<file path="src/hw/fetch_pkg.sv">
package fetch_pkg;

  // Address and data width of the fetch path
  localparam int XLEN = 32;

  // First fetch address once reset is released
  localparam logic [XLEN-1:0] RESET_PC = 32'h0000_0100;

  // Next-PC source codes
  // Sequential is the idle code, so a cleared pending register means PC + 4
  typedef enum logic [1:0] {
    PC_SEL_SEQ   = 2'b00,
    PC_SEL_PRED  = 2'b01,
    PC_SEL_REDIR = 2'b10
  } pc_sel_t;

  // Control-flow event from execute (redirect) or decode (static prediction)
  // Both are single-cycle pulses qualified by valid
  typedef struct packed {
    logic            valid;
    logic [XLEN-1:0] target;
  } redirect_t;

  // Fetch request from the PC stage to the bus master
  // discard marks a word that belongs to a path already abandoned
  typedef struct packed {
    logic [XLEN-1:0] pc;
    logic            discard;
  } fetch_req_t;

  // Fetched instruction with the address it came from
  typedef struct packed {
    logic [XLEN-1:0] pc;
    logic [XLEN-1:0] instr;
  } fetch_rsp_t;

endpackage

</file>
<file path="src/hw/pc_select.sv">
`timescale 1ns/1ps

module pc_select (
  input  logic                             clk,
  input  logic                             rst_n,
  input  fetch_pkg::redirect_t             redirect_i,
  input  fetch_pkg::redirect_t             pred_i,
  input  logic                             consume_i,
  output fetch_pkg::pc_sel_t               pc_sel_o,
  output logic [fetch_pkg::XLEN-1:0]       target_o,
  output logic                             flush_o
);

  // Pending source and its target, held until the PC stage takes them
  fetch_pkg::pc_sel_t              sel_q;
  logic [fetch_pkg::XLEN-1:0]      tgt_q;
  logic                            redir_take;
  logic                            pred_take;

  // A redirect always wins, and a newer one replaces an older one
  assign redir_take = redirect_i.valid;

  // Prediction only lands when no redirect is pending or arriving
  // A prediction behind a pending redirect comes from the wrong path
  assign pred_take = pred_i.valid && !redirect_i.valid &&
                     (sel_q != fetch_pkg::PC_SEL_REDIR);

  // Source register
  // A new event in the consume cycle survives the consume
  always_ff @(posedge clk) begin
    if (!rst_n) begin
      sel_q <= fetch_pkg::PC_SEL_SEQ;
    end else if (redir_take) begin
      sel_q <= fetch_pkg::PC_SEL_REDIR;
    end else if (pred_take) begin
      sel_q <= fetch_pkg::PC_SEL_PRED;
    end else if (consume_i) begin
      sel_q <= fetch_pkg::PC_SEL_SEQ;
    end
  end

  // Target only matters while sel_q is not sequential
  always_ff @(posedge clk) begin
    if (redir_take) begin
      tgt_q <= redirect_i.target;
    end else if (pred_take) begin
      tgt_q <= pred_i.target;
    end
  end

  assign pc_sel_o = sel_q;
  assign target_o = tgt_q;

  // Any accepted event makes the words now in flight stale
  assign flush_o = redir_take || pred_take;

endmodule

</file>
<file path="src/hw/pc_stage.sv">
`timescale 1ns/1ps

module pc_stage (
  input  logic                             clk,
  input  logic                             rst_n,
  input  fetch_pkg::pc_sel_t               pc_sel_i,
  input  logic [fetch_pkg::XLEN-1:0]       target_i,
  input  logic                             flush_i,
  input  logic                             req_ready_i,
  output fetch_pkg::fetch_req_t            req_o,
  output logic                             req_valid_o,
  output logic                             consume_o
);

  // Current fetch address
  logic [fetch_pkg::XLEN-1:0] pc_q;

  // Address loaded on the next accept
  logic [fetch_pkg::XLEN-1:0] pc_next;

  // Request valid, low only during reset and the cycle it is released
  logic req_valid_q;

  // Handshake with the bus master
  logic accept;

  // Current PC is on the old path while an event waits
  logic stale;

  // Next-PC mux
  // Redirect and prediction both jump to the pending target
  always_comb begin
    case (pc_sel_i)
      fetch_pkg::PC_SEL_REDIR: pc_next = target_i;
      fetch_pkg::PC_SEL_PRED:  pc_next = target_i;
      fetch_pkg::PC_SEL_SEQ:   pc_next = pc_q + 'd4;
      default:                 pc_next = pc_q + 'd4;
    endcase
  end

  // Request issue
  // The PC stage always has an address to offer once out of reset
  always_ff @(posedge clk) begin
    if (!rst_n) begin
      req_valid_q <= 1'b0;
    end else begin
      req_valid_q <= 1'b1;
    end
  end

  assign req_valid_o = req_valid_q;

  // Accept rule, both sides high in the same cycle
  assign accept = req_valid_q && req_ready_i;

  // PC register
  // Advances only on accept, so a refused request is offered again
  always_ff @(posedge clk) begin
    if (!rst_n) begin
      pc_q <= fetch_pkg::RESET_PC;
    end else if (accept) begin
      pc_q <= pc_next;
    end
  end

  // Pending event is used up by the same accept that loads its target
  assign consume_o = accept;

  // Pending source means pc_q was computed before the event landed
  assign stale = (pc_sel_i != fetch_pkg::PC_SEL_SEQ);

  // Discard covers two cases
  // an event that waits for this accept, or one that arrives with it
  // In the second case the pending register takes the event only now,
  // so the following request is also marked through stale
  assign req_o = '{
    pc:      pc_q,
    discard: stale || flush_i
  };

endmodule

</file>
<file path="src/hw/stage_reg.sv">
`timescale 1ns/1ps

module stage_reg #(
  parameter type payload_t = logic
) (
  input  logic     clk,
  input  logic     rst_n,
  input  logic     advance_i,
  input  logic     hold_i,
  input  payload_t data_i,
  input  logic     valid_i,
  output payload_t data_o,
  output logic     valid_o
);

  payload_t data_q;
  logic     valid_q;

  // Valid flag
  // Held stage keeps its item, otherwise it loads or drains
  always_ff @(posedge clk) begin
    if (!rst_n) begin
      valid_q <= 1'b0;
    end else if (!hold_i) begin
      valid_q <= advance_i && valid_i;
    end
  end

  // Payload moves only with an advance, so a drained stage keeps old data
  always_ff @(posedge clk) begin
    if (!hold_i && advance_i) begin
      data_q <= data_i;
    end
  end

  assign data_o  = data_q;
  assign valid_o = valid_q;

endmodule

</file>
<file path="src/hw/fetch_wb.sv">
`timescale 1ns/1ps

module fetch_wb (
  input  logic                             clk,
  input  logic                             rst_n,
  input  fetch_pkg::fetch_req_t            req_i,
  input  logic                             req_valid_i,
  output logic                             req_ready_o,
  input  logic                             flush_i,
  input  logic                             out_hold_i,
  output logic                             wb_cyc_o,
  output logic                             wb_stb_o,
  output logic                             wb_we_o,
  output logic [fetch_pkg::XLEN-1:0]       wb_adr_o,
  input  logic [fetch_pkg::XLEN-1:0]       wb_dat_i,
  input  logic                             wb_ack_i,
  output fetch_pkg::fetch_rsp_t            rsp_o,
  output logic                             rsp_valid_o
);

  typedef enum logic {
    ST_IDLE,
    ST_BUS
  } state_t;

  state_t                     state_q;
  logic [fetch_pkg::XLEN-1:0] adr_q;
  logic                       discard_q;
  logic                       accept;
  logic                       ack_keep;

  // Idle, and the output can take a result
  // The stage drains on accept, so a word acked later always finds room
  assign req_ready_o = (state_q == ST_IDLE) && !out_hold_i;
  assign accept      = req_valid_i && req_ready_o;

  // Ack of a word still on the live path
  assign ack_keep = (state_q == ST_BUS) && wb_ack_i && !discard_q && !flush_i;

  // Bus FSM
  // cyc drops the cycle after ack, so the next request waits one more cycle
  always_ff @(posedge clk) begin
    if (!rst_n) begin
      state_q   <= ST_IDLE;
      discard_q <= 1'b0;
    end else begin
      case (state_q)
        ST_IDLE: begin
          if (accept) begin
            state_q   <= ST_BUS;
            discard_q <= req_i.discard;
          end
        end
        ST_BUS: begin
          if (wb_ack_i) begin
            state_q <= ST_IDLE;
          end else if (flush_i) begin
            discard_q <= 1'b1;
          end
        end
      endcase
    end
  end

  // Address stays put from accept until the ack
  always_ff @(posedge clk) begin
    if (accept) begin
      adr_q <= req_i.pc;
    end
  end

  // Read-only master, stb follows cyc for single transfers
  assign wb_cyc_o = (state_q == ST_BUS);
  assign wb_stb_o = (state_q == ST_BUS);
  assign wb_we_o  = 1'b0;
  assign wb_adr_o = adr_q;

  assign rsp_valid_o = ack_keep;
  assign rsp_o = '{
    pc:    adr_q,
    instr: wb_dat_i
  };

endmodule

</file>
<file path="src/hw/fetch_top.sv">
`timescale 1ns/1ps

module fetch_top (
  input  logic                             clk,
  input  logic                             rst_n,
  input  fetch_pkg::redirect_t             redirect_i,
  input  fetch_pkg::redirect_t             pred_i,
  input  logic                             stall_i,
  output fetch_pkg::fetch_rsp_t            fetch_o,
  output logic                             fetch_valid_o,
  output logic                             wb_cyc_o,
  output logic                             wb_stb_o,
  output logic                             wb_we_o,
  output logic [fetch_pkg::XLEN-1:0]       wb_adr_o,
  input  logic [fetch_pkg::XLEN-1:0]       wb_dat_i,
  input  logic                             wb_ack_i
);

  fetch_pkg::pc_sel_t         pc_sel;
  logic [fetch_pkg::XLEN-1:0] target;
  logic                       flush;
  logic                       consume;
  fetch_pkg::fetch_req_t      req;
  logic                       req_valid;
  logic                       req_ready;
  fetch_pkg::fetch_rsp_t      rsp;
  logic                       rsp_valid;
  // Output full and decode not taking it
  logic                       out_hold;
  logic                       stage_adv;

  assign out_hold  = stall_i && fetch_valid_o;
  assign stage_adv = rsp_valid && !out_hold;

  pc_select u_pc_select (
    .clk       (clk),
    .rst_n     (rst_n),
    .redirect_i(redirect_i),
    .pred_i    (pred_i),
    .consume_i (consume),
    .pc_sel_o  (pc_sel),
    .target_o  (target),
    .flush_o   (flush)
  );

  pc_stage u_pc_stage (
    .clk        (clk),
    .rst_n      (rst_n),
    .pc_sel_i   (pc_sel),
    .target_i   (target),
    .flush_i    (flush),
    .req_ready_i(req_ready),
    .req_o      (req),
    .req_valid_o(req_valid),
    .consume_o  (consume)
  );

  fetch_wb u_fetch_wb (
    .clk        (clk),
    .rst_n      (rst_n),
    .req_i      (req),
    .req_valid_i(req_valid),
    .req_ready_o(req_ready),
    .flush_i    (flush),
    .out_hold_i (out_hold),
    .wb_cyc_o   (wb_cyc_o),
    .wb_stb_o   (wb_stb_o),
    .wb_we_o    (wb_we_o),
    .wb_adr_o   (wb_adr_o),
    .wb_dat_i   (wb_dat_i),
    .wb_ack_i   (wb_ack_i),
    .rsp_o      (rsp),
    .rsp_valid_o(rsp_valid)
  );

  // Registered hand-off to decode
  stage_reg #(
    .payload_t(fetch_pkg::fetch_rsp_t)
  ) u_out_stage (
    .clk      (clk),
    .rst_n    (rst_n),
    .advance_i(stage_adv),
    .hold_i   (out_hold),
    .data_i   (rsp),
    .valid_i  (rsp_valid),
    .data_o   (fetch_o),
    .valid_o  (fetch_valid_o)
  );

endmodule

</file>
<file path="config.mk">
export PLATFORM = sky130hd
export DESIGN_NAME = fetch_top
export DESIGN_NICKNAME = d
export VERILOG_FILES = /design/src/hw/fetch_pkg.sv /design/src/hw/pc_select.sv /design/src/hw/pc_stage.sv /design/src/hw/stage_reg.sv /design/src/hw/fetch_wb.sv /design/src/hw/fetch_top.sv
export SDC_FILE = /design/constraint.sdc
export NUM_CORES = 1
export LEC_CHECK = 0
export BUFFER_PORTS_ARGS = -buffer_cell sky130_fd_sc_hd__buf_2
export CAP_MARGIN = 10
export CORE_UTILIZATION = 46
export CTS_CLUSTER_DIAMETER = 120
export DETAILED_ROUTE_END_ITERATION = 10
export PLACE_DENSITY = 0.75
export SLEW_MARGIN = 20
export SYNTH_ARGS = -nofsm -noshare
export SYNTH_HDL_FRONTEND = slang
export SYNTH_SLANG_ARGS = --single-unit
export TNS_END_PERCENT = 100
</file>
<file path="constraint.sdc">
create_clock -name clk -period 5.9 [get_ports clk]
set_clock_uncertainty 0.2 [all_clocks]
set_input_delay 0.885 -clock clk [delete_from_list [all_inputs] [get_ports clk]]
set_output_delay 0.885 -clock clk [all_outputs]
set_load 0.03 [all_outputs]
</file>
==> flow_metrics.env, run 1 <==
export IMPL_outcome="finished, final reports clean"
export IMPL_clk_latency_ns=0.42
export IMPL_total_leakage_power_nw=3.12
export IMPL_synth_most_common_cell="edfxtp_1"
export IMPL_post_cts_buffers=0
export IMPL_port_buffer_count=200
export IMPL_clock_path_buffers=2
export IMPL_syn_inst=497
export IMPL_syn_num_nets=602
export IMPL_max_cap_violations=0
export IMPL_slowest_delay_ns=0.97
export IMPL_ys_warn_count=0
export IMPL_io_pins=202
export IMPL_finalCritPeriodShare_pct=57.4
export IMPL_crit_chain="buf_2 -> nand2_1 -> nand2_1 -> clkinv_2 -> a211oi_1 -> a211oi_1"
export IMPL_irDropWorstVdd_v=0.000191
export IMPL_ys_ff_latch=166
export IMPL_numCtsBuffers=17
export IMPL_globalplace_congestion=0.816
export IMPL_synth_common_cells="edfxtp_1 (128), dfxtp_1 (38), nand2_1 (37)"
export IMPL_hold_path_class="reg -> reg"
export IMPL_drtIter0Drc=537
export IMPL_grt_use_total_pct=19.9
export IMPL_synth_edff_count=128
export IMPL_grt_pass1_vias=4347
export IMPL_p_per_area_nw_per_um2=316
export IMPL_die_area_sq_um=15100
export IMPL_cts_resized=0
export IMPL_routed_via_density=5.54
export IMPL_cp_slowest_cell="clkinv_2"
export IMPL_synth_distinct_cells=56
export IMPL_die_w_um=123
export IMPL_post_route_util_pct=59.7
export IMPL_start_kind="input port"
export IMPL_drc=0
export IMPL_synthFlopType="edfxtp_1"
export IMPL_grt_first_pass_wirelength_um=22500
export IMPL_place_area_sq_um=7880
export IMPL_die_h_um=123
export IMPL_worstSetupPathType="in -> reg"
export IMPL_pre_cts_ws_ns=2.28
export IMPL_synthSimpleGateAreaFrac_pct=12.6
export IMPL_synth_mux_area_share_pct=6.55
export IMPL_final_max_slew_viol_count=0
export IMPL_syn2layout_area_growth_pct=24.9
export IMPL_syn_area_per_cell_sq_um=13.6
export IMPL_yosysTopAreaCellShare_pct=57.0
export IMPL_cp_max_fo=55
export IMPL_coreArea_sq_um=14100
export IMPL_timing_fmax_ghz=0.295
export IMPL_via_count=4866
export IMPL_tightest_slew_ns=0.922
export IMPL_worstPathArrival_ns=3.46
export IMPL_yosys_area_top_type="edfxtp_1"
export IMPL_fin_ws_ns=2.51
export IMPL_synth_top_family_by_area="simple AND/OR/NAND/NOR gates"
export IMPL_wl_um=14800
export IMPL_dr_pass1_iters=5
export IMPL_rows=43
export IMPL_min_period_ns=3.39
export IMPL_start_util_pct=47.8
export IMPL_antenna_found_initial=0
export IMPL_clkSinkCount=166
export IMPL_cp_num_buf_inv=2
export IMPL_setup_tns_final_ns=0
export IMPL_ant_nets=0
export IMPL_yosysSeqAreaShare_pct=68.3
export IMPL_cts_root_buf="clkbuf_16"
export IMPL_setup_viol=0
export IMPL_synth_fa_ha_area_share_pct=0.557
export IMPL_async_flop_share_pct=0
export IMPL_synthXorXnorAreaFrac_pct=0
export IMPL_cp_end_kind="flop"
export IMPL_nets=791
export IMPL_drive_above_1_share_pct=39.5
export IMPL_crit_required_ns=5.97
export IMPL_n_antenna_cell=0
export IMPL_overflow=0
export IMPL_ctsHoldBuffers=0
export IMPL_dp_final_hpwl_um=10100
export IMPL_netlist_top_cells_area="edfxtp_1 (57%), dfxtp_1 (11%), mux2_2 (5.5%)"
export IMPL_routedWlPerCell_um=16.8
export IMPL_design_area_sq_um=8420
export IMPL_slew_headroom_pct=38.5
export IMPL_tritoncts="built"
export IMPL_cts_clk_slew_worst_paths_ns=0.06
export IMPL_synth_compound_area_share_pct=9.55
export IMPL_cp_top_family="buffers and inverters"
export IMPL_finalHoldViolCount=0
export IMPL_rsz0062_at_grt="no"
export IMPL_synth_area_sq_um=6740
export IMPL_rrSetupSlack_ns=2.54
export IMPL_cts_max_level=4
export IMPL_grt_max_degree=56
[stage by stage]
step | total power [mW] | hold slack [ns] | instances
global placement | 1.67 | 0.224 | 846
detailed placement | 1.68 | 0.229 | 847
floorplan | 1.58 | 0.203 | 497
finish | 2.66 | 0.237 | 879
CTS | 2.68 | 0.241 | 879
global route | 2.76 | 0.249 | 879
[report_power, final]
group | internal [mW] | leakage, nW | switching, mW
clock network | 0.576 | 0.262 | 0.430
registers | 1.34 | 1.53 | 0.0599
logic | 0.0962 | 1.32 | 0.157
total | 2.01 | 3.12 | 0.647
[sequential cells by signal, indices dropped and copies added (netlist names)]
register                flops
u_fetch_wb.wb_adr_o        32
u_pc_stage.req_valid_o      1
u_pc_select.pc_sel_o        2
u_out_stage.valid_o         1
u_pc_stage.pc_q            32
u_fetch_wb.wb_cyc_o         1
u_fetch_wb.discard_q        1
u_pc_select.target_o       32
u_out_stage.data_o         64
[per-layer routing]
metal	GRT usage (%)	share of wire [%]	wire length [um]
met5	0	0	0
met1	26.6	45	6640
met2	30.3	44	6520
met4	8.28	1.6	231
met3	6.00	9.2	1360
[layout by cell type (no fill, tap or decap), types with 8 or more instances in the layout]
cell type / Yosys / routed
nor4_1: 17 / 17
or4_1: 10 / 10
nand4_1: 11 / 11
nand3_1: 21 / 21
nor2_1: 17 / 16
a21oi_1: 14 / 14
dfxtp_1: 38 / 38
buf_2: 3 / 200
nor3_1: 11 / 11
edfxtp_1: 128 / 128
clkbuf_16: 0 / 17
o21ai_0: 13 / 13
nand2_1: 37 / 37
mux2_2: 33 / 33
o211ai_1: 8 / 8
a31oi_1: 13 / 13
[path summary, 6_finish.rpt]
path / from / to / cells after the start
hold / removal: u_fetch_wb.wb_adr_o[9]$_DFFE_PP_ / u_out_stage.data_o[41]$_DFFE_PP_ / 0
hold reg to reg: u_fetch_wb.wb_adr_o[9]$_DFFE_PP_ / u_out_stage.data_o[41]$_DFFE_PP_ / 0
setup / recovery: stall_i / u_fetch_wb.discard_q$_SDFFE_PN0P_ / 6
setup reg to reg: u_pc_select.pc_sel_o[1]$_SDFFE_PN0P_ / u_pc_stage.pc_q[23]$_SDFFE_PN0P_ / 7
[layout make-up]
class	count	area [sq um]
fillers	1147	5680
flip-flops and latches	166	4600
multi-input cells	292	1990
repair buffers	204	1040
clock buffers	19	433
well taps	180	225
clock inverters	13	108
inverters	5	20.0
[logic make-up after synthesis]
group                    after synthesis
flip-flops                           166
AND/OR/NAND/NOR                      156
AO/OA/AOI/OAI                         92
multiplexers                          40
buffers and inverters                 39
adder cells (fa/ha/maj)                3
other                                  1
(Power assumes the default switching activity.)
==> run 2: changes to the inputs <==
Clock period 5.9 ns to 2.9 ns, I/O delays scaled along.
==> run 2 against run 1 <==
Setup slack worse by 2.1 ns. Worst hold slack worse by 0.22 ns. Via count is 6.4% higher.
==> flow_metrics.env, run 2 (same netlist as run 1, synthesis figures left out) <==
export IMPL_outcome="finished, final reports clean"
export IMPL_cts_clk_slew_worst_paths_ns=0.06
export IMPL_wl_um=16500
export IMPL_finalHoldViolCount=0
export IMPL_crit_required_ns=3.03
export IMPL_max_cap_violations=0
export IMPL_n_antenna_cell=0
export IMPL_hold_path_class="in -> reg"
export IMPL_overflow=0
export IMPL_nFillCells=1056
export IMPL_io_pins=202
export IMPL_irDropWorstVdd_v=0.000357
export IMPL_slew_headroom_pct=45.1
export IMPL_clkSinkCount=166
export IMPL_total_leakage_power_nw=3.42
export IMPL_clk_latency_ns=0.42
export IMPL_setup_viol=0
export IMPL_switching_power_mw=1.34
export IMPL_rows=43
export IMPL_mostFrequentLayoutCells="buf_2 (200), edfxtp_1 (128), dfxtp_1 (38), nand2_1 (37), mux2_2 (33)"
export IMPL_clockPowerShare_pct=41.1
export IMPL_grt_pass1_vias=4940
export IMPL_start_kind="flop"
export IMPL_die_area_sq_um=15100
export IMPL_rsz0062_at_grt="no"
export IMPL_switching_share_pct=23.0
export IMPL_grt_first_pass_wirelength_um=25400
export IMPL_pre_cts_ws_ns=0.457
export IMPL_die_h_um=123
export IMPL_tightest_slew_ns=0.822
export IMPL_design_area_sq_um=9010
export IMPL_antenna_found_initial=0
export IMPL_post_cts_buffers=0
export IMPL_cts_max_level=4
export IMPL_drive_above_1_share_pct=40.0
export IMPL_syn2layout_area_growth_pct=33.6
export IMPL_routedWlPerCell_um=17.7
export IMPL_routed_via_density=5.55
export IMPL_die_w_um=123
export IMPL_p_per_area_nw_per_um2=648
export IMPL_ant_nets=0
export IMPL_dp_final_hpwl_um=11700
export IMPL_dp_cells=870
export IMPL_finalCritPeriodShare_pct=86.4
export IMPL_fin_ws_ns=0.394
export IMPL_worstSetupPathType="reg -> reg"
export IMPL_setup_tns_final_ns=0
export IMPL_largest_reg_flops=64
export IMPL_comb_power_share_pct=10.2
export IMPL_cts_root_buf="clkbuf_16"
export IMPL_post_route_util_pct=63.9
export IMPL_power_mw=5.84
export IMPL_cts_resized=0
export IMPL_coreArea_sq_um=14100
export IMPL_drtIter0Drc=415
export IMPL_grt_max_degree=40
export IMPL_port_buffer_count=200
export IMPL_worstPathArrival_ns=2.64
export IMPL_min_period_ns=2.51
export IMPL_timing_hold_ws_ns=0.0182
export IMPL_globalplace_congestion=0.842
export IMPL_cp_end_kind="flop"
export IMPL_numCtsBuffers=17
export IMPL_timing_fmax_ghz=0.399
export IMPL_start_util_pct=47.8
export IMPL_tritoncts="built"
export IMPL_internal_power_mw=4.49
export IMPL_layout_cells_non_filler=933
export IMPL_cp_max_fo=7
export IMPL_clock_path_buffers=2
export IMPL_final_common_cell="buf_2"
export IMPL_drc=0
export IMPL_final_max_slew_viol_count=0
export IMPL_grt_use_total_pct=22.6
export IMPL_p_seq_share_pct=48.7
export IMPL_ctsHoldBuffers=31
export IMPL_nets=845
export IMPL_place_area_sq_um=8060
export IMPL_via_count=5176
export IMPL_dr_pass1_iters=5
run 2: cell count changes in the layout (fill, tap and decap cells not counted), sizes merged:
cell         change
dlygate4sd3     +31
buf             +23
bufinv           +4
clkinv           -4
inv              +2
clkbuf           -1
clkinvlp         -1
run 2: critical path, stage by stage (launching register included):
cell	delay [ns]
dfxtp_1	0.48
ha_1	0.29
nand4_1	0.13
or4_1	0.59
or4_1	0.56
a31oi_1	0.17
run 2: layout make-up:
cell class / instances / area [sq um] / share of cell area, %
inverter: 5 / 18.8 / 0.208
clock buffer: 18 / 429 / 4.76
timing repair buffer: 258 / 1530 / 16.9
sequential: 166 / 4600 / 51.1
tap: 180 / 225 / 2.50
clock inverter: 14 / 204 / 2.26
multi-input combinational: 292 / 2000 / 22.2
run 2: metal layers:
layer / GRT usage (%) / wire (um) / part of all wire, % / vias to the layer above
li1: - / - / - / 2442
met5: 0 / 0 / 0 / -
met3: 4.47 / 1310 / 7.9 / 24
met1: 28.8 / 7110 / 43 / 2436
met4: 9.34 / 292 / 1.8 / 0
met2: 37.6 / 7830 / 47 / 274
run 2: power by group through the flow:
stage               Sequential, mW  Clock (mW)  Combinational [mW]
global placement              2.88           0               0.549
finish                        2.84        2.40               0.595
CTS                           2.84        2.44               0.597
detailed placement            2.89           0               0.560
floorplan                     2.94           0               0.260
global route                  2.85        2.55               0.644
run 2: worst paths after layout:
check                                       start                          endpoint  slack, ns  cells past startpoint
setup / recovery  u_pc_stage.pc_q[2]$_SDFFE_PN0P_  u_pc_stage.pc_q[26]$_SDFFE_PN0P_       0.39                      5
hold / removal                        wb_dat_i[8]   u_out_stage.data_o[8]$_DFFE_PP_       0.02                      1
setup reg to reg  u_pc_stage.pc_q[2]$_SDFFE_PN0P_  u_pc_stage.pc_q[26]$_SDFFE_PN0P_       0.39                      5
hold reg to reg   u_pc_stage.pc_q[0]$_SDFFE_PN0P_  u_fetch_wb.wb_adr_o[0]$_DFFE_PP_       0.23                      0
==> run 3: changes to the inputs <==
Settings changed: CORE_ASPECT_RATIO set to 0.5.
==> run 3 against run 2 <==
Utilization hardly changed. Clock power shrank 12%. Clock-buffer cell count is the same. Via count rose by 1.6%.
==> flow_metrics.env, run 3 (same netlist as run 1, synthesis figures left out) <==
export IMPL_outcome="finished, final reports clean"
export IMPL_cp_slowest_cell="or4_1"
export IMPL_grt_use_total_pct=23.8
export IMPL_cp_num_buf_inv=0
export IMPL_die_area_sq_um=15200
export IMPL_dr_pass1_iters=5
export IMPL_worstPathArrival_ns=2.74
export IMPL_clk_latency_ns=0.42
export IMPL_finalCritPeriodShare_pct=89.9
export IMPL_overflow=0
export IMPL_antenna_found_initial=0
export IMPL_io_pins=202
export IMPL_tightest_slew_ns=0.868
export IMPL_cts_max_level=4
export IMPL_max_cap_violations=0
export IMPL_grt_first_pass_wirelength_um=27000
export IMPL_nets=838
export IMPL_nFillCells=1073
export IMPL_mostFrequentLayoutCells="buf_2 (200), edfxtp_1 (128), dfxtp_1 (38), nand2_1 (37), mux2_2 (33)"
export IMPL_grt_max_degree=65
export IMPL_total_leakage_power_nw=3.34
export IMPL_dp_final_hpwl_um=12000
export IMPL_multi_input_area_sq_um=2000
export IMPL_internal_power_mw=4.09
export IMPL_switching_share_pct=26.4
export IMPL_setup_tns_final_ns=0
export IMPL_port_buffer_count=200
export IMPL_comb_power_share_pct=10.9
export IMPL_critPathMostFrequentCell="or4_1"
export IMPL_min_period_ns=2.61
export IMPL_syn2layout_area_growth_pct=31.9
export IMPL_clockPowerShare_pct=38.0
export IMPL_timing_fmax_ghz=0.384
export IMPL_drive_above_1_share_pct=39.7
export IMPL_globalplace_congestion=0.873
export IMPL_dp_cells=874
export IMPL_cts_clk_slew_worst_paths_ns=0.06
export IMPL_seq_area_sq_um=4600
export IMPL_layout_cells_non_filler=938
export IMPL_ant_nets=0
export IMPL_cp_top_family="simple AND/OR/NAND/NOR gates"
export IMPL_grt_pass1_vias=4900
export IMPL_slowest_delay_ns=0.63
export IMPL_final_common_cell="buf_2"
export IMPL_via_count=5260
export IMPL_cp_max_fo=7
export IMPL_clkSinkCount=166
export IMPL_p_seq_share_pct=51.2
export IMPL_largest_reg_flops=64
export IMPL_die_h_um=87.6
export IMPL_rsz0062_at_grt="no"
export IMPL_final_max_slew_viol_count=0
export IMPL_rows=30
export IMPL_routedWlPerCell_um=18.7
export IMPL_start_kind="flop"
export IMPL_drc=0
export IMPL_die_w_um=173
export IMPL_start_util_pct=48.4
export IMPL_cts_root_buf="clkbuf_16"
export IMPL_slew_headroom_pct=42.1
export IMPL_setup_viol=0
export IMPL_hold_path_class="in -> reg"
export IMPL_crit_chain="ha_1 -> nand4_1 -> or4_1 -> or4_1 -> a31oi_1"
export IMPL_switching_power_mw=1.47
export IMPL_clock_path_buffers=2
export IMPL_routed_via_density=5.61
export IMPL_p_per_area_nw_per_um2=625
export IMPL_wl_um=17600
export IMPL_cp_end_kind="flop"
export IMPL_n_antenna_cell=0
export IMPL_worstSetupPathType="reg -> reg"
export IMPL_irDropWorstVdd_v=0.000398
export IMPL_numCtsBuffers=17
export IMPL_coreArea_sq_um=13900
export IMPL_finalHoldViolCount=0
export IMPL_cts_resized=0
export IMPL_crit_required_ns=3.04
export IMPL_tritoncts="built"
export IMPL_drtIter0Drc=525
[run 3: cell types whose count changed in the layout (fill, tap and decap cells not counted)]
cell	delta
clkinvlp_4	+2
inv_6	+4
dlygate4sd3_1	+1
buf_12	+1
clkinv_1	-3
bufinv_16	-5
inv_8	+2
buf_4	-9
[run 3: worst register-to-register path: stages, from the launching register on]
cell	delay, ns
dfxtp_1	0.44
ha_1	0.29
nand4_1	0.27
or4_1	0.63
or4_1	0.54
a31oi_1	0.16
[run 3: layer usage]
metal	part of all wire, %	up-vias	GRT usage (%)
met5	0	-	0
met4	1.0	0	5.87
met3	11	27	7.77
met2	42	334	34.3
met1	46	2472	34.6
li1	-	2427	-
[run 3: path summary, 6_finish.rpt]
check                                    start  cells after the start                               end  slack, ns
max reg2reg    u_pc_stage.pc_q[2]$_SDFFE_PN0P_                      5  u_pc_stage.pc_q[26]$_SDFFE_PN0P_       0.29
min reg2reg  u_fetch_wb.wb_adr_o[10]$_DFFE_PP_                      0  u_out_stage.data_o[42]$_DFFE_PP_       0.23
max            u_pc_stage.pc_q[2]$_SDFFE_PN0P_                      5  u_pc_stage.pc_q[26]$_SDFFE_PN0P_       0.29
min                                      rst_n                      1    u_pc_stage.req_valid_o$_DFF_P_       0.09
[run 3: area by class of cell]
cell class,count,area share [%]
flip-flops and latches,166,51.8
inverters,5,0.211
repair buffers,251,16.7
clock buffers,18,4.82
clock inverters,14,1.29
multi-input cells,292,22.5
well taps,192,2.70
[run 3: repair_timing]
item,in CTS,in global routing
hold endpoints to repair,32,0
hold buffers,32,0
buffers inserted,0,0
[run 3: stage by stage]
stage	area (sq um)	util, %	total power [mW]	setup slack, ns	hold WS [ns]
floorplan	6760	-	3.20	0.0000622	0.203
global placement	8030	57.7	3.44	0.428	0.224
detailed placement	8030	57.7	3.46	0.339	0.229
CTS	8900	63.9	5.58	0.332	0.0752
global route	8900	63.9	5.76	0.154	0.0796
finish	8900	63.9	5.56	0.293	0.0850
[run 3: power by group through the flow]
stage               Combinational, mW  Sequential (mW)  Clock, mW
finish                          0.603             2.85       2.11
global route                    0.649             2.86       2.25
CTS                             0.598             2.84       2.14
detailed placement              0.562             2.89          0
global placement                0.552             2.89          0
floorplan                       0.260             2.94          0
